[src/verilog/rv_pkg.sv]
/*
 * rv64i core shared definitions
 * register and index types, the two instruction views and their union,
 * ALU operation codes and the major opcodes the core decodes
 */

`default_nettype none

package rv_pkg;

  localparam int XLEN = 64;

  typedef logic [XLEN-1:0] reg_t;
  typedef logic [4:0]      reg_idx_t;

  // fetch starts at this pc plus 4
  localparam reg_t RESET_PC_DEFAULT = 64'h7ffffffc;

  // R-type layout
  typedef struct packed {
    logic [6:0] funct7;
    reg_idx_t   rs2;
    reg_idx_t   rs1;
    logic [2:0] funct3;
    reg_idx_t   rd;
    logic [6:0] opcode;
  } inst_r_t;

  // I-type layout
  typedef struct packed {
    logic [11:0] imm12;
    reg_idx_t    rs1;
    logic [2:0]  funct3;
    reg_idx_t    rd;
    logic [6:0]  opcode;
  } inst_i_t;

  // one instruction word, two readings
  typedef union packed {
    inst_r_t r;
    inst_i_t i;
  } inst_u;

  typedef enum logic [2:0] {
    ALU_ADD  = 3'd0,
    ALU_SUB  = 3'd1,
    ALU_AND  = 3'd2,
    ALU_OR   = 3'd3,
    ALU_XOR  = 3'd4,
    ALU_PASS = 3'd5
  } alu_op_e;

  // major opcodes
  localparam logic [6:0] OP_IMM    = 7'b0010011;
  localparam logic [6:0] OP_REG    = 7'b0110011;
  localparam logic [6:0] OP_LUI    = 7'b0110111;
  localparam logic [6:0] OP_BRANCH = 7'b1100011;
  localparam logic [6:0] OP_JAL    = 7'b1101111;

endpackage

`default_nettype wire

[src/verilog/id_stage.sv]
/*
 * instruction decode stage
 * holds the ID register, reads the word through its R and I views,
 * builds immediates, reads operands and forms branch or jump targets
 */

`default_nettype none

module id_stage (
  input  wire                   clk,
  input  wire                   rst,

  // from fetch
  input  wire                   if_to_id_valid,
  input  wire rv_pkg::reg_t     if_to_id_pc,
  input  wire [31:0]            if_to_id_inst,
  output logic                  id_allowin,

  // register file read
  output rv_pkg::reg_idx_t      rs1,
  output rv_pkg::reg_idx_t      rs2,
  input  wire rv_pkg::reg_t     rdata1,
  input  wire rv_pkg::reg_t     rdata2,

  // toward execute
  output logic                  id_to_ex_valid,
  input  wire                   ex_allowin,
  output rv_pkg::reg_t          id_pc,
  output rv_pkg::alu_op_e       id_alu_op,
  output rv_pkg::reg_t          id_op_a,
  output rv_pkg::reg_t          id_op_b,
  output rv_pkg::reg_idx_t      id_rd,
  output logic                  id_we,
  output logic                  id_is_branch,
  output logic                  id_branch_ne,
  output logic                  id_is_jal,
  output rv_pkg::reg_t          id_target
);
  import rv_pkg::*;

  logic  id_valid;
  inst_u inst_q;
  logic  we_dec;
  reg_t  imm_i;
  reg_t  imm_b;
  reg_t  imm_u;
  reg_t  imm_j;

  assign id_allowin     = !id_valid || ex_allowin;
  assign id_to_ex_valid = id_valid;

  always_ff @(posedge clk) begin
    if (rst) begin
      id_valid <= 1'b0;
    end else if (id_allowin) begin
      id_valid <= if_to_id_valid;
    end
  end

  always_ff @(posedge clk) begin
    if (if_to_id_valid && id_allowin) begin
      id_pc  <= if_to_id_pc;
      inst_q <= if_to_id_inst;
    end
  end

  assign rs1   = inst_q.i.rs1;
  assign rs2   = inst_q.r.rs2;
  assign id_rd = inst_q.r.rd;

  // immediates, all sign extended to XLEN
  assign imm_i = {{(XLEN-12){inst_q.i.imm12[11]}}, inst_q.i.imm12};
  assign imm_b = {{(XLEN-13){inst_q.r.funct7[6]}}, inst_q.r.funct7[6], inst_q.r.rd[0],
                  inst_q.r.funct7[5:0], inst_q.r.rd[4:1], 1'b0};
  assign imm_u = {{(XLEN-32){inst_q.r.funct7[6]}}, inst_q.r.funct7, inst_q.r.rs2,
                  inst_q.r.rs1, inst_q.r.funct3, 12'b0};
  assign imm_j = {{(XLEN-21){inst_q.i.imm12[11]}}, inst_q.i.imm12[11], inst_q.i.rs1,
                  inst_q.i.funct3, inst_q.i.imm12[0], inst_q.i.imm12[10:1], 1'b0};

  assign id_op_a = rdata1;

  always_comb begin
    id_alu_op    = ALU_ADD;
    id_op_b      = imm_i;
    we_dec       = 1'b0;
    id_is_branch = 1'b0;
    id_branch_ne = 1'b0;
    id_is_jal    = 1'b0;
    id_target    = id_pc + imm_b;
    case (inst_q.r.opcode)
      OP_IMM: begin
        we_dec = 1'b1;
        case (inst_q.i.funct3)
          3'b000:  id_alu_op = ALU_ADD;
          3'b111:  id_alu_op = ALU_AND;
          3'b110:  id_alu_op = ALU_OR;
          3'b100:  id_alu_op = ALU_XOR;
          default: we_dec = 1'b0;
        endcase
      end
      OP_REG: begin
        id_op_b = rdata2;
        we_dec  = 1'b1;
        case ({inst_q.r.funct7, inst_q.r.funct3})
          {7'b0000000, 3'b000}: id_alu_op = ALU_ADD;
          {7'b0100000, 3'b000}: id_alu_op = ALU_SUB;
          {7'b0000000, 3'b111}: id_alu_op = ALU_AND;
          {7'b0000000, 3'b110}: id_alu_op = ALU_OR;
          {7'b0000000, 3'b100}: id_alu_op = ALU_XOR;
          default:              we_dec = 1'b0;
        endcase
      end
      OP_LUI: begin
        id_alu_op = ALU_PASS;
        id_op_b   = imm_u;
        we_dec    = 1'b1;
      end
      OP_BRANCH: begin
        id_op_b = rdata2;
        // only BEQ and BNE
        case (inst_q.r.funct3)
          3'b000: id_is_branch = 1'b1;
          3'b001: begin
            id_is_branch = 1'b1;
            id_branch_ne = 1'b1;
          end
          default: id_is_branch = 1'b0;
        endcase
      end
      OP_JAL: begin
        id_is_jal = 1'b1;
        we_dec    = 1'b1;
        id_target = id_pc + imm_j;
      end
      default: we_dec = 1'b0;
    endcase
  end

  // a write to x0 is no write at all
  assign id_we = we_dec && (inst_q.r.rd != '0);

endmodule

`default_nettype wire

[config.mk]
export PLATFORM = sky130hd
export DESIGN_NAME = id_stage
export DESIGN_NICKNAME = d
export VERILOG_FILES = /design/src/verilog/rv_pkg.sv /design/src/verilog/id_stage.sv
export SDC_FILE = /design/constraint.sdc
export NUM_CORES = 1
export LEC_CHECK = 0
export ABC_AREA = 1
export BUFFER_PORTS_ARGS = -buffer_cell sky130_fd_sc_hd__buf_2
export CORE_AREA = 2 2 195 197
export CTS_CLUSTER_SIZE = 28
export DETAILED_ROUTE_END_ITERATION = 10
export DIE_AREA = 0 0 197 199
export MAX_ROUTING_LAYER = met4
export SKIP_LAST_GASP = 1
export SLEW_MARGIN = 20
export SYNTH_ARGS = -nofsm -noshare
export SYNTH_HDL_FRONTEND = slang
export SYNTH_SLANG_ARGS = --single-unit
export TNS_END_PERCENT = 10
[constraint.sdc]
create_clock -name clk -period 6.9 [get_ports clk]
set_clock_uncertainty 0.1 [all_clocks]
set_input_delay 0.345 -clock clk [delete_from_list [all_inputs] [get_ports clk]]
set_output_delay 0.345 -clock clk [all_outputs]
set_load 0.01 [all_outputs]
== Word-level counts from Yosys, hierarchy flattened ==
Index checks and enable logic that the tools add are counted.

* Register bits: 97
* Bits of input ports: 228
* Output and inout bits: 280
* Logic and storage cells: 43

* Add/subtract/negate cells: 2
* Eq/ne operators: 13
* Mux-type cells: 13
* Reduce and logical (&&, ||, !) cells: 12

{| class="wikitable"
|+ Operators with widths
! kind !! number
|-
| adder 64 bit || 2
|-
| case mux 64 bit (2 select lines) || 1
|-
| 2-to-1 mux 64 bit || 1
|-
| == test 10 x 3 -> 1 bit (second input constant) || 3
|-
| case mux 3 bit (3 select lines) || 2
|-
| == test 7 x 6 -> 1 bit (second input constant) || 2
|-
| == test 7 bit (second input constant) || 2
|-
| case mux 3 bit (4 select lines) || 1
|-
| == test 10 x 9 -> 1 bit (second input constant) || 1
|-
| logical NOT 10 bit || 1
|-
| == test 3 bit (second input constant) || 3
|-
| == test 7 x 5 -> 1 bit (second input constant) || 1
|-
| 2-to-1 mux 1 bit || 7
|-
| OR reduction 2 bit || 3
|-
| nonzero test 5 bit || 1
|-
| OR reduction 5 bit || 1
|-
| OR reduction 4 bit || 1
|-
| == test 3 x 1 -> 1 bit (second input constant) || 1
|-
| logical NOT 3 bit || 1
|-
| case mux 1 bit (3 select lines) || 1
|-
| logical AND 1 bit || 2
|-
| logical NOT 1 bit || 1
|-
| logical OR 1 bit || 1
|}

== Longest topological paths before layout ==
Gate-level depths: netlist of the first run.

* Word-level depth: 5
* Mapped depth: 21
* Mapped depth without buffers: 20

== Least setup slack after synthesis of the first run ==
No wires, ideal clock.

* Path kind: input to register
* From: input if_to_id_valid
* To: register id_pc[0] (enable)
* Library setup time: 0.582 ns
* Arrival: 5.022 ns
* Data required time: 6.218 ns
* Slack: 1.196 ns
* Stages: 2
* Buffers on the path: 0
* Path through: inv_1 > a21oi_1

* Word-level cells in the longest chain between the ends: 1

{| class="wikitable"
|+ RTL lines
! item !! RTL line !! RTL
|-
| start: declaration || id_stage.sv:14 || <nowiki>input wire if_to_id_valid,</nowiki>
|-
| logical AND 1 bit || id_stage.sv:61 || <nowiki>if (if_to_id_valid && id_allowin) begin</nowiki>
|-
| end signal: assignment || id_stage.sv:62 || <nowiki>id_pc <= if_to_id_pc;</nowiki>
|-
| end: declaration || id_stage.sv:28 || <nowiki>output rv_pkg::reg_t id_pc,</nowiki>
|}

Every way passes these cells.
A chain may end at the register's enable or synchronous reset.

== Worst setup path in the final report of the first run ==
* From: register inst_q[4] in the netlist's numbering
* To: output id_target[33]

* Word-level cells in the longest chain between the ends: 2

{| class="wikitable"
|+ RTL lines
! item !! RTL line !! RTL
|-
| start: declaration || id_stage.sv:42 || <nowiki>inst_u inst_q;</nowiki>
|-
| start signal: assignment || id_stage.sv:63 || <nowiki>inst_q <= if_to_id_inst;</nowiki>
|-
| == test 7 bit || id_stage.sv:90 || <nowiki>case (inst_q.r.opcode)</nowiki>
|-
| 2-to-1 mux 64 bit || id_stage.sv:90 ||
|-
| end: declaration || id_stage.sv:37 || <nowiki>output rv_pkg::reg_t id_target</nowiki>
|}

Every way passes these cells.

==> results.yml, run 1 <==
outcome:
  result_of_the_run: "finished, final reports clean"
grt:
  grt_pass1_vias: 10700
  grt_pass1_wl_um: 67900
  overflow: 0
  grt.total_usage_pct: 24.7
  grt_antenna_before_repair: 6
  grt_max_degree: 66
pwr:
  static-leakage-power_nw: 7.51
  switching_power_share_of_the_total_pct: 39.8
  cell_area_power_density_nw_per_um2: 174
  sequentialPowerShare_pct: 31.7
  vdd.ir_drop.worst_mv: 0.127
  clock_power_share_pct: 27.8
  p_int_mw: 1.37
  switchingPower_uw: 906
  combinational_share_of_power_pct: 40.5
clock_network:
  clock_sink_count: 97
  clock_path_buffers: 2
  cts_post_setup_buffers_inserted: 0
  clock-root-buffer: "sky130_fd_sc_hd__clkbuf_16"
  cts-htree-levels: 3
  cts_tree: "done"
  cts.clk_slew.worst_paths_ps: 80
  clock_latency_ps: 390
  cts-buffers-inserted: 9
detailed_routing:
  drt_pre_antenna_iters: 7
  num_vias: 11400
  postRouteAntennaNets: 0
  drt_drc_violations_left: 0
  wl_per_cell_um: 19.1
  routed_via_density: 4.56
  route.final.wire_length_um: 47700
  drc_marker_count_from_the_first_detailed_route_iteration: 811
layout:
  final_layout_size_suffix_gt1_share_pct: 22.4
  nNetsFinal: 2312
  areaGrowthSynthToFinish_pct: 25.0
  layout.core_utilization_pct: 35.2
  fillCellCount: 4170
  regArea_um2: 2900
  multi_input_logic_area_um2: 5580
logic_synthesis:
  largest_family_of_logic_cells_by_synthesized_area: "simple AND/OR/NAND/NOR gates"
  ys_types: 32
  yosys_warnings: 0
  number_of_register_bits_inferred_by_synthesis: 97
  ys_async_sr_fraction_pct: 0
  dominantRegCellSynth: "sky130_fd_sc_hd__edfxtp_1"
  synth.avg_cell_area_um2: 6.21
  yosys-mux-area-fraction_pct: 0
  post_synth_fa_ha_maj_area_fraction_pct: 7.61
  synthSimpleGateAreaFrac_pct: 37.8
  most_common_library_cells_after_synthesis: "698 x sky130_fd_sc_hd__nand2_1, 344 x sky130_fd_sc_hd__inv_1, 106 x sky130_fd_sc_hd__nor2_1, 96 x sky130_fd_sc_hd__edfxtp_1, 85 x sky130_fd_sc_hd__buf_4"
  synth_top_cells_by_area: "sky130_fd_sc_hd__edfxtp_1 28%, sky130_fd_sc_hd__nand2_1 25%, sky130_fd_sc_hd__inv_1 12%"
  synthCells: 1683
  postSynthNetCount: 1974
  synth_top_area_share_pct: 27.6
  synth_enable_flop_cells: 96
  synth.yosys.seq_area_share_pct: 27.8
  syn-cell-area_um2: 10500
  synth_xor_xnor_area_share_pct: 2.68
  post-synth-top-count-cell: "sky130_fd_sc_hd__nand2_1"
  synth.largest_area_cell: "sky130_fd_sc_hd__edfxtp_1"
  synth_compound_gate_area_share_pct: 5.07
critical_path:
  worst_setup_path_endpoint: "id_target[33]"
  critical_path_class: "reg -> out"
  regToRegEndpoint: "id_pc[39]"
  critical_path.startpoint: "inst_q[4]"
  signal_arrival_time_at_the_worst_endpoint_ps: 4300
  rr_worst_depth: 2
  timing.critical_path.required_ps: 6450
  cp-end-kind: "output port"
  setup.reg_to_reg.worst_slack_ps: 5230
  crit_path_max_fanout: 21
  timing.rr.start: "id_to_ex_valid"
  startpoint_type: "flop"
timing:
  fmax_ghz: 0.211
  timing.final.hold_violations: 0
  setup_violations: 0
  part_of_the_cycle_the_worst_path_needs_pct: 68.8
  tightestPinTransition_ps: 1020
  final_period_minus_worst_setup_slack_ps: 4750
  timing.hold.ws_ps: 26.5
  grt_setup_unrepaired: "false"
  setup_tns_final_ps: 0
  worst_slew_margin_rel_pct: 32.0
  final_max_slew_violation_count: 0
die:
  floorplan.rows: 71
  boundaryPins: 508
  die-height_um: 199
  core_area_um2: 37100
  fp.dieArea_um2: 39200
  floorplan.initialDensity_pct: 28.2
  die_x_um: 197
place:
  count_of_port_buffers_added_during_placement: 379
  detailed_place_hpwl_um: 41000
  routability_cong: 0.972
job:
  maxCapViolCount: 0
worst_hold_path:
  hold_path_class: "in -> reg"
## critical path, stage by stage (launching register included)
cell	delay (ps)
sky130_fd_sc_hd__edfxtp_1	440
sky130_fd_sc_hd__inv_1	100
sky130_fd_sc_hd__nand3_1	130
sky130_fd_sc_hd__inv_1	110
sky130_fd_sc_hd__nand4_1	580
sky130_fd_sc_hd__o21ai_0	400
sky130_fd_sc_hd__ha_1	260
sky130_fd_sc_hd__inv_1	80
sky130_fd_sc_hd__fa_1	400
sky130_fd_sc_hd__inv_1	130
sky130_fd_sc_hd__nand3_1	100
sky130_fd_sc_hd__nand2_1	190
sky130_fd_sc_hd__nand2_1	80
sky130_fd_sc_hd__nand2_1	140
sky130_fd_sc_hd__nand3_1	110
sky130_fd_sc_hd__nand2_2	110
sky130_fd_sc_hd__nand2_1	60
sky130_fd_sc_hd__nand2_1	60
sky130_fd_sc_hd__xor2_1	250
sky130_fd_sc_hd__buf_2	180
## sequential cells by signal, summed over array words and instances (netlist names)
name            count
inst_q             32
id_pc              64
id_to_ex_valid      1
## layer usage
metal | routed length (µm) | GRT usage [%]
met1 | 20200 | 29.8
met2 | 22500 | 40.6
met5 | 0 | -
met4 | 1990 | 10.2
met3 | 3050 | 4.68
## cell families (layout without fill, tap and decap cells)
kind of cell               Yosys count  in the layout
other                                0              2
buffers and inverters              443            786
adders and majority gates           63             63
AOI/OAI and AO/OA                   94             94
and+or+nand+nor                    954            954
xor gates and xnor gates            32             32
DFF                                 97             97
## placed cells by master, fill, tap and decap left out, drive strengths merged
master       instances
a31o                 1
diode                2
a21oi               43
clkbuf               9
ha                  62
inv                350
nand2              712
xor2                30
xnor2                2
nor3                19
nand3b               2
nor2               124
o21ai               28
clkinv               1
nand3               72
fa                   1
o311ai               1
nand4               22
bufinv               3
dlygate4sd3         40
buf                383
nor4                 3
edfxtp              96
o211ai              15
dfxtp                1
o21bai               6
## how the worst min path moves through the flow
stage	startpoint	endpoint	cells past startpoint
6_report	if_to_id_pc[62]	id_pc[62]	1
4_1_cts	if_to_id_pc[25]	id_pc[25]	1
3_5_place_dp	if_to_id_pc[22]	id_pc[22]	1
3_3_place_gp	id_to_ex_valid	id_to_ex_valid	2
2_1_floorplan	rst	id_to_ex_valid	1
5_1_grt	if_to_id_pc[61]	id_pc[61]	1
## cell type report
cell class                      count  area share (%)
Timing Repair Buffer              423            17.8
Inverter                          347            9.96
Sequential cell                    97            22.2
Tap cell                          474            4.54
Multi-Input combinational cell   1143            42.7
Antenna cell                        2          0.0383
Clock inverter                      7            1.03
Clock buffer                        9            1.72
## power by group through the flow
stage | Combinational, mW | Clock (mW) | Sequential, mW
global placement | 0.902 | 0 | 0.736
global route | 1.03 | 0.673 | 0.726
floorplan | 0.547 | 0 | 0.741
finish | 0.923 | 0.632 | 0.722
detailed placement | 0.907 | 0 | 0.736
CTS | 0.928 | 0.659 | 0.723
## per-stage QoR
stage                     instances  area [µm²]  total power [mW]  worst slack (ps)
after global routing           2502       13100              2.43              1680
after global placement         2444       12300              1.64              2730
after CTS                      2499       13100              2.31              2130
final                          2502       13100              2.28              2150
after detailed placement       2444       12300              1.64              2600
after floorplan                1683       10500              1.29              1200
## what timing repair did
action / CTS / global route
hold buffers: 39 / 1
resized for setup: 0 / 0
setup endpoints to repair: 0 / 0
hold endpoints to repair: 39 / 1
Power figures use the tool's default switching activity.
==> run 2, diff against run 1 <==
--- a/config.mk
+++ b/config.mk
@@ -5,12 +5,12 @@
 export SDC_FILE = /design/constraint.sdc
 export NUM_CORES = 1
 export LEC_CHECK = 0
-export ABC_AREA = 1
+export ABC_AREA = 0
 export BUFFER_PORTS_ARGS = -buffer_cell sky130_fd_sc_hd__buf_2
-export CORE_AREA = 2 2 195 197
+export CORE_AREA = 2 2 200 202
 export CTS_CLUSTER_SIZE = 28
 export DETAILED_ROUTE_END_ITERATION = 10
-export DIE_AREA = 0 0 197 199
+export DIE_AREA = 0 0 202 204
 export MAX_ROUTING_LAYER = met4
 export SKIP_LAST_GASP = 1
 export SLEW_MARGIN = 20
==> constraint.sdc (replaced) <==
create_clock -name clk -period 4.5 [get_ports clk]
set_clock_uncertainty 0.1 [all_clocks]
set_input_delay 0.225 -clock clk [delete_from_list [all_inputs] [get_ports clk]]
set_output_delay 0.225 -clock clk [all_outputs]
set_load 0.01 [all_outputs]
==> results.yml, run 2 <==
place:
  routability_cong: 0.899
  count_of_port_buffers_added_during_placement: 379
  placed_cells_incl_taps: 1656
  detailed_place_hpwl_um: 30500
  place_area_um2: 10100
layout:
  fillCellCount: 4108
  regArea_um2: 2900
  multi_input_logic_area_um2: 4810
  stdcell_count: 1788
  final_layout_size_suffix_gt1_share_pct: 39.1
  areaGrowthSynthToFinish_pct: 45.5
  nNetsFinal: 1547
  final_cell_mix: "379 x sky130_fd_sc_hd__buf_2, 98 x sky130_fd_sc_hd__dlygate4sd3_1, 96 x sky130_fd_sc_hd__edfxtp_1, 81 x sky130_fd_sc_hd__a21oi_1, 73 x sky130_fd_sc_hd__a21o_1"
  post-route-cell-area_um2: 11900
  commonest_non_fill_non_tap_cell_in_the_layout: "sky130_fd_sc_hd__buf_2"
  top_register_by_number_of_flip_flops: "id_pc"
  flip_flop_count_of_the_largest_register_all_copies_and_words_added: 64
clock_network:
  cts_tree: "done"
  cts.clk_slew.worst_paths_ps: 80
  clock_sink_count: 97
  cts-htree-levels: 3
  clock-root-buffer: "sky130_fd_sc_hd__clkbuf_16"
  clock_path_buffers: 2
  clock_latency_ps: 380
  cts-buffers-inserted: 9
logic_synthesis:
  ys_types: 64
  most_common_library_cells_after_synthesis: "96 x sky130_fd_sc_hd__edfxtp_1, 88 x sky130_fd_sc_hd__a21oi_1, 80 x sky130_fd_sc_hd__buf_4, 73 x sky130_fd_sc_hd__a21o_1, 62 x sky130_fd_sc_hd__ha_1"
  synth_top_area_share_pct: 35.3
  synth_top_cells_by_area: "sky130_fd_sc_hd__edfxtp_1 35%, sky130_fd_sc_hd__ha_1 9.5%, sky130_fd_sc_hd__buf_4 7.3%"
  dominantRegCellSynth: "sky130_fd_sc_hd__edfxtp_1"
  post-synth-top-count-cell: "sky130_fd_sc_hd__edfxtp_1"
  synthCells: 858
  syn-cell-area_um2: 8180
  synth_enable_flop_cells: 96
  synth.avg_cell_area_um2: 9.53
  synth.largest_area_cell: "sky130_fd_sc_hd__edfxtp_1"
  number_of_register_bits_inferred_by_synthesis: 97
  ys_async_sr_fraction_pct: 0
  postSynthNetCount: 1149
  yosys_warnings: 0
  synth.yosys.seq_area_share_pct: 35.5
grt:
  grt_pass1_vias: 8089
  grt.total_usage_pct: 17.8
  grt_pass1_wl_um: 52600
  grt_antenna_before_repair: 2
  overflow: 0
  grt_max_degree: 66
detailed_routing:
  routed_via_density: 4.64
  route.final.wire_length_um: 37200
  num_vias: 8290
  wl_per_cell_um: 20.8
  drt_pre_antenna_iters: 5
  drc_marker_count_from_the_first_detailed_route_iteration: 518
  postRouteAntennaNets: 0
  drt_drc_violations_left: 0
timing:
  grt_setup_unrepaired: "true"
  setup_violations: 0
  fmax_ghz: 0.231
  final_max_slew_violation_count: 0
  part_of_the_cycle_the_worst_path_needs_pct: 96.2
  worst_slew_margin_rel_pct: 32.9
  tightestPinTransition_ps: 1000
  final_period_minus_worst_setup_slack_ps: 4330
  timing.final.hold_violations: 0
die:
  core_area_um2: 39200
  floorplan.rows: 73
  floorplan.initialDensity_pct: 20.9
  fp.dieArea_um2: 41200
  die_x_um: 202
  boundaryPins: 508
  die-height_um: 204
pwr:
  switching_power_share_of_the_total_pct: 38.2
  report.power.total_mw: 3.33
  clock_power_share_pct: 25.6
  cell_area_power_density_nw_per_um2: 280
  sequentialPowerShare_pct: 33.4
  combinational_share_of_power_pct: 41.0
  p_int_mw: 2.06
  static-leakage-power_nw: 5.39
  switchingPower_mw: 1.27
  vdd.ir_drop.worst_mv: 0.278
outcome:
  result_of_the_run: "finished, final reports clean"
worst_hold_path:
  hold_path_class: "in -> out"
critical_path:
  startpoint_type: "flop"
  cp_slowest_stage_delay_ps: 500
  critical_path_class: "reg -> out"
  timing.critical_path.required_ps: 4180
  crit_path_max_fanout: 8
  cp_common_cell: "sky130_fd_sc_hd__buf_6"
  cp-end-kind: "output port"
  critical_path.slowest_cell: "sky130_fd_sc_hd__or4b_1"
  signal_arrival_time_at_the_worst_endpoint_ps: 4000
  path_cells: "nand2b_4, nor3_4, buf_6, mux2_4, ha_4, a211oi_4, o211ai_1, a41oi_2, buf_6, o211ai_2, o21ai_2, o21a_2, a21oi_4, or4b_1, and4_1, buf_2"
job:
  maxCapViolCount: 0
==> run 2: path summary, 6_finish.rpt <==
path                  startpoint             to  slack [ps]  depth (start not counted)
setup / recovery       inst_q[4]  id_target[60]         170                         16
hold / removal        rdata1[15]    id_op_a[15]         350                          0
setup reg to reg  id_to_ex_valid     inst_q[12]        2490                          3
hold reg to reg   id_to_ex_valid       id_pc[7]         920                          2
==> run 2: what timing repair did <==
action | 4_1_cts | 5_1_grt
setup buffers | 8 | 8
setup endpoints to repair | 26 | 21
gates resized for setup | 18 | 52
pin swaps | 17 | 29
hold buffers | 98 | 0
endpoints found under the hold margin | 97 | 0
==> run 2: cell type report <==
cell class | instances | share of cell area [%]
antenna | 2 | 0.0421
clock buffer | 9 | 1.89
clock inverter | 7 | 0.747
inverter | 20 | 0.631
multi-input combinational | 620 | 40.4
sequential | 97 | 24.4
tap | 525 | 5.52
timing repair buffer | 508 | 26.3
==> run 2: kinds of logic after synthesis <==
logic type,share of synthesized area (%)
adders and majority gates,9.73
xor gates and xnor gates,6.32
DFF,35.5
muxes,1.06
AOI/OAI and AO/OA,25.2
buffers and inverters,10.2
and+or+nand+nor,12.0
==> run 2: worst max-delay path, delay by kind of cell (launching register included) <==
| kind | cells | cell delay, ps |
|---|---|---|
| buf+inv | 3 | 430 |
| fa+ha+maj | 1 | 230 |
| mux | 1 | 320 |
| compound gates | 7 | 1150 |
| flops | 1 | 390 |
| simple gates | 4 | 1060 |
==> run 2: per-layer routing <==
metal | wire length [µm] | vias up | GRT usage [%]
met1 | 15500 | 3978 | 21.0
li1 | - | 3953 | -
met3 | 1950 | 73 | 3.13
met5 | 0 | - | -
met2 | 18600 | 286 | 30.5
met4 | 1150 | 0 | 6.70
==> run 2: power by group through the flow <==
stage,clock [mW],sequential (mW),combinational (mW)
6_report,0.852,1.11,1.37
4_1_cts,0.891,1.11,1.32
3_3_place_gp,0,1.13,1.22
5_1_grt,0.915,1.12,1.49
2_1_floorplan,0,1.13,0.758
3_5_place_dp,0,1.13,1.22
==> run 2: per-stage QoR <==
step	hold slack, ps	util (%)	setup slack (ps)	TNS [ps]
2_1_floorplan	194	-	365	0
3_3_place_gp	281	25.8	82.4	0
3_5_place_dp	285	25.8	38.4	0
4_1_cts	350	29.5	10.3	0
5_1_grt	350	30.4	-37.8	-187
6_report	350	30.4	173	0
==> run 3, diff against run 2 <==
--- a/config.mk
+++ b/config.mk
@@ -6,11 +6,13 @@
 export NUM_CORES = 1
 export LEC_CHECK = 0
 export ABC_AREA = 0
+export ABC_CLOCK_PERIOD_IN_PS = 4900
 export BUFFER_PORTS_ARGS = -buffer_cell sky130_fd_sc_hd__buf_2
 export CORE_AREA = 2 2 200 202
 export CTS_CLUSTER_SIZE = 28
 export DETAILED_ROUTE_END_ITERATION = 10
 export DIE_AREA = 0 0 202 204
+export GPL_TIMING_DRIVEN = 0
 export MAX_ROUTING_LAYER = met4
 export SKIP_LAST_GASP = 1
 export SLEW_MARGIN = 20
==> constraint.sdc (replaced) <==
create_clock -name clk -period 4.9 [get_ports clk]
set_clock_uncertainty 0.1 [all_clocks]
set_input_delay 0.245 -clock clk [delete_from_list [all_inputs] [get_ports clk]]
set_output_delay 0.245 -clock clk [all_outputs]
set_load 0.01 [all_outputs]
==> results.yml, run 3 (synthesis results as in run 2) <==
critical_path:
  rr_worst_depth: 3
  timing.critical_path.required_ps: 4550
  setup.reg_to_reg.worst_slack_ps: 3030
  cp-end-kind: "output port"
  startpoint_type: "flop"
  critical_path_class: "reg -> out"
  regToRegEndpoint: "id_pc[28]"
  signal_arrival_time_at_the_worst_endpoint_ps: 4320
  timing.rr.start: "id_to_ex_valid"
  crit_path_max_fanout: 10
layout:
  flip_flop_count_of_the_largest_register_all_copies_and_words_added: 64
  nNetsFinal: 1710
  commonest_non_fill_non_tap_cell_in_the_layout: "sky130_fd_sc_hd__buf_2"
  stdcell_count: 1961
  areaGrowthSynthToFinish_pct: 54.0
  final_cell_mix: "449 x sky130_fd_sc_hd__buf_2, 98 x sky130_fd_sc_hd__dlygate4sd3_1, 96 x sky130_fd_sc_hd__edfxtp_1, 87 x sky130_fd_sc_hd__a21oi_1, 84 x sky130_fd_sc_hd__buf_4"
  layout.core_utilization_pct: 32.1
  fillCellCount: 4063
  final_layout_size_suffix_gt1_share_pct: 41.0
  top_register_by_number_of_flip_flops: "id_pc"
detailed_routing:
  route.final.wire_length_um: 38400
  num_vias: 8911
  routed_via_density: 4.54
  wl_per_cell_um: 19.6
  drc_marker_count_from_the_first_detailed_route_iteration: 485
  postRouteAntennaNets: 0
  drt_pre_antenna_iters: 5
  drt_drc_violations_left: 0
grt:
  grt_pass1_vias: 8846
  grt_max_degree: 50
  grt_antenna_before_repair: 12
  overflow: 0
  grt_pass1_wl_um: 54400
  grt.total_usage_pct: 18.3
place:
  detailed_place_hpwl_um: 31200
  placed_cells_incl_taps: 1830
  pre_cts_ws_ps: -126
  routability_cong: 0.933
  count_of_port_buffers_added_during_placement: 443
outcome:
  result_of_the_run: "finished, final reports clean"
clock_network:
  cts.clk_slew.worst_paths_ps: 80
  clock_sink_count: 97
  cts_tree: "done"
  clock-root-buffer: "sky130_fd_sc_hd__clkbuf_16"
  clock_path_buffers: 2
  cts-htree-levels: 3
  cts-buffers-inserted: 9
  clock_latency_ps: 370
timing:
  setup_violations: 0
  fmax_ghz: 0.214
  tightestPinTransition_ps: 976
  part_of_the_cycle_the_worst_path_needs_pct: 95.2
  layout_setup_ws_ps: 237
  final_max_slew_violation_count: 0
  setup_tns_final_ps: 0
  grt_setup_unrepaired: "true"
  timing.final.hold_violations: 0
  worst_slew_margin_rel_pct: 34.8
  final_period_minus_worst_setup_slack_ps: 4660
die:
  die-height_um: 204
  core_area_um2: 39200
  boundaryPins: 508
  floorplan.initialDensity_pct: 20.9
  fp.dieArea_um2: 41200
  floorplan.rows: 73
  die_x_um: 202
worst_hold_path:
  hold_end: "id_pc[34]"
  timing.hold.worst.start: "if_to_id_pc[34]"
  hold_path_class: "in -> reg"
  hold-path-cell-count: 2
job:
  maxCapViolCount: 0
pwr:
  vdd.ir_drop.worst_mv: 0.165
  static-leakage-power_nw: 5.94
  cell_area_power_density_nw_per_um2: 246
## run 3: cell count changes in the layout (fill, tap and decap cells not counted), moves of 6 or more
| cell | previous run | this run |
|---|---|---|
| sky130_fd_sc_hd__buf_4 | 27 | 84 |
| sky130_fd_sc_hd__buf_2 | 379 | 449 |
| sky130_fd_sc_hd__ha_1 | 49 | 61 |
| sky130_fd_sc_hd__ha_4 | 13 | 1 |
| sky130_fd_sc_hd__a21oi_1 | 81 | 87 |
| sky130_fd_sc_hd__clkbuf_1 | 0 | 33 |
| sky130_fd_sc_hd__diode_2 | 2 | 12 |
## run 3: where the power goes
group / total (mW) / switching, mW / internal, mW
combinational: 1.28 / 0.718 / 0.566
clock: 0.796 / 0.379 / 0.417
sequential: 1.02 / 0.0476 / 0.972
total: 3.10 / 1.14 / 1.96
## run 3: area by class of cell
class	instances	area [µm²]	area share (%)
well taps	525	657	5.22
multi-input cells	621	4540	36.0
flip-flops and latches	97	2900	23.1
clock buffers	11	243	1.93
repair buffers	550	3320	26.4
plain buffers	120	762	6.05
diodes	12	30.0	0.238
clock inverters	5	63.8	0.507
inverters	20	75.1	0.596
## run 3: worst max path at each step
stage                    start             to  slack [ps]
floorplan           inst_q[31]  id_target[61]         740
global placement    inst_q[31]  id_target[57]        -730
detailed placement   inst_q[4]  id_target[57]        -130
CTS                  inst_q[4]  id_target[60]         -10
global route         inst_q[4]  id_target[63]         -40
finish               inst_q[4]  id_target[61]         240
## run 3: what timing repair did
item	4_1_cts	5_1_grt
pin swaps	2	5
hold endpoints to repair	97	0
resized for setup	5	12
setup endpoints to repair	29	16
gates cloned	0	1
hold buffers	98	0
buffers inserted	3	2
## run 3: worst max-delay path: stages, from the launching register on
cell	delay [ps]
sky130_fd_sc_hd__edfxtp_1	390
sky130_fd_sc_hd__nand2b_1	220
sky130_fd_sc_hd__nor3_4	170
sky130_fd_sc_hd__buf_12	150
sky130_fd_sc_hd__clkbuf_4	220
sky130_fd_sc_hd__a21o_1	150
sky130_fd_sc_hd__ha_1	300
sky130_fd_sc_hd__nand4_1	130
sky130_fd_sc_hd__buf_4	110
sky130_fd_sc_hd__o22ai_1	110
sky130_fd_sc_hd__a221oi_2	260
sky130_fd_sc_hd__a21bo_2	310
sky130_fd_sc_hd__a311oi_4	450
sky130_fd_sc_hd__o21ai_2	150
sky130_fd_sc_hd__o21ai_2	210
sky130_fd_sc_hd__o31ai_1	120
sky130_fd_sc_hd__a311oi_1	280
sky130_fd_sc_hd__buf_2	190
## run 3: per-layer routing
metal,up-vias,GRT usage [%],part of all wire [%]
li1,4293,-,-
met1,4212,21.7,43
met2,365,30.4,49
met3,41,2.61,5.0
met4,0,8.88,3.2
met5,-,-,0
## run 3: per-stage QoR
| step | hold WS (ps) | power (mW) | instance area (µm²) |
|---|---|---|---|
| 3_3_place_gp | 302 | 2.23 | 11100 |
| 6_report | 474 | 3.10 | 12600 |
| 4_1_cts | 437 | 3.13 | 12500 |
| 5_1_grt | 458 | 3.28 | 12600 |
| 2_1_floorplan | 214 | 1.74 | 8180 |
| 3_5_place_dp | 310 | 2.24 | 11100 |
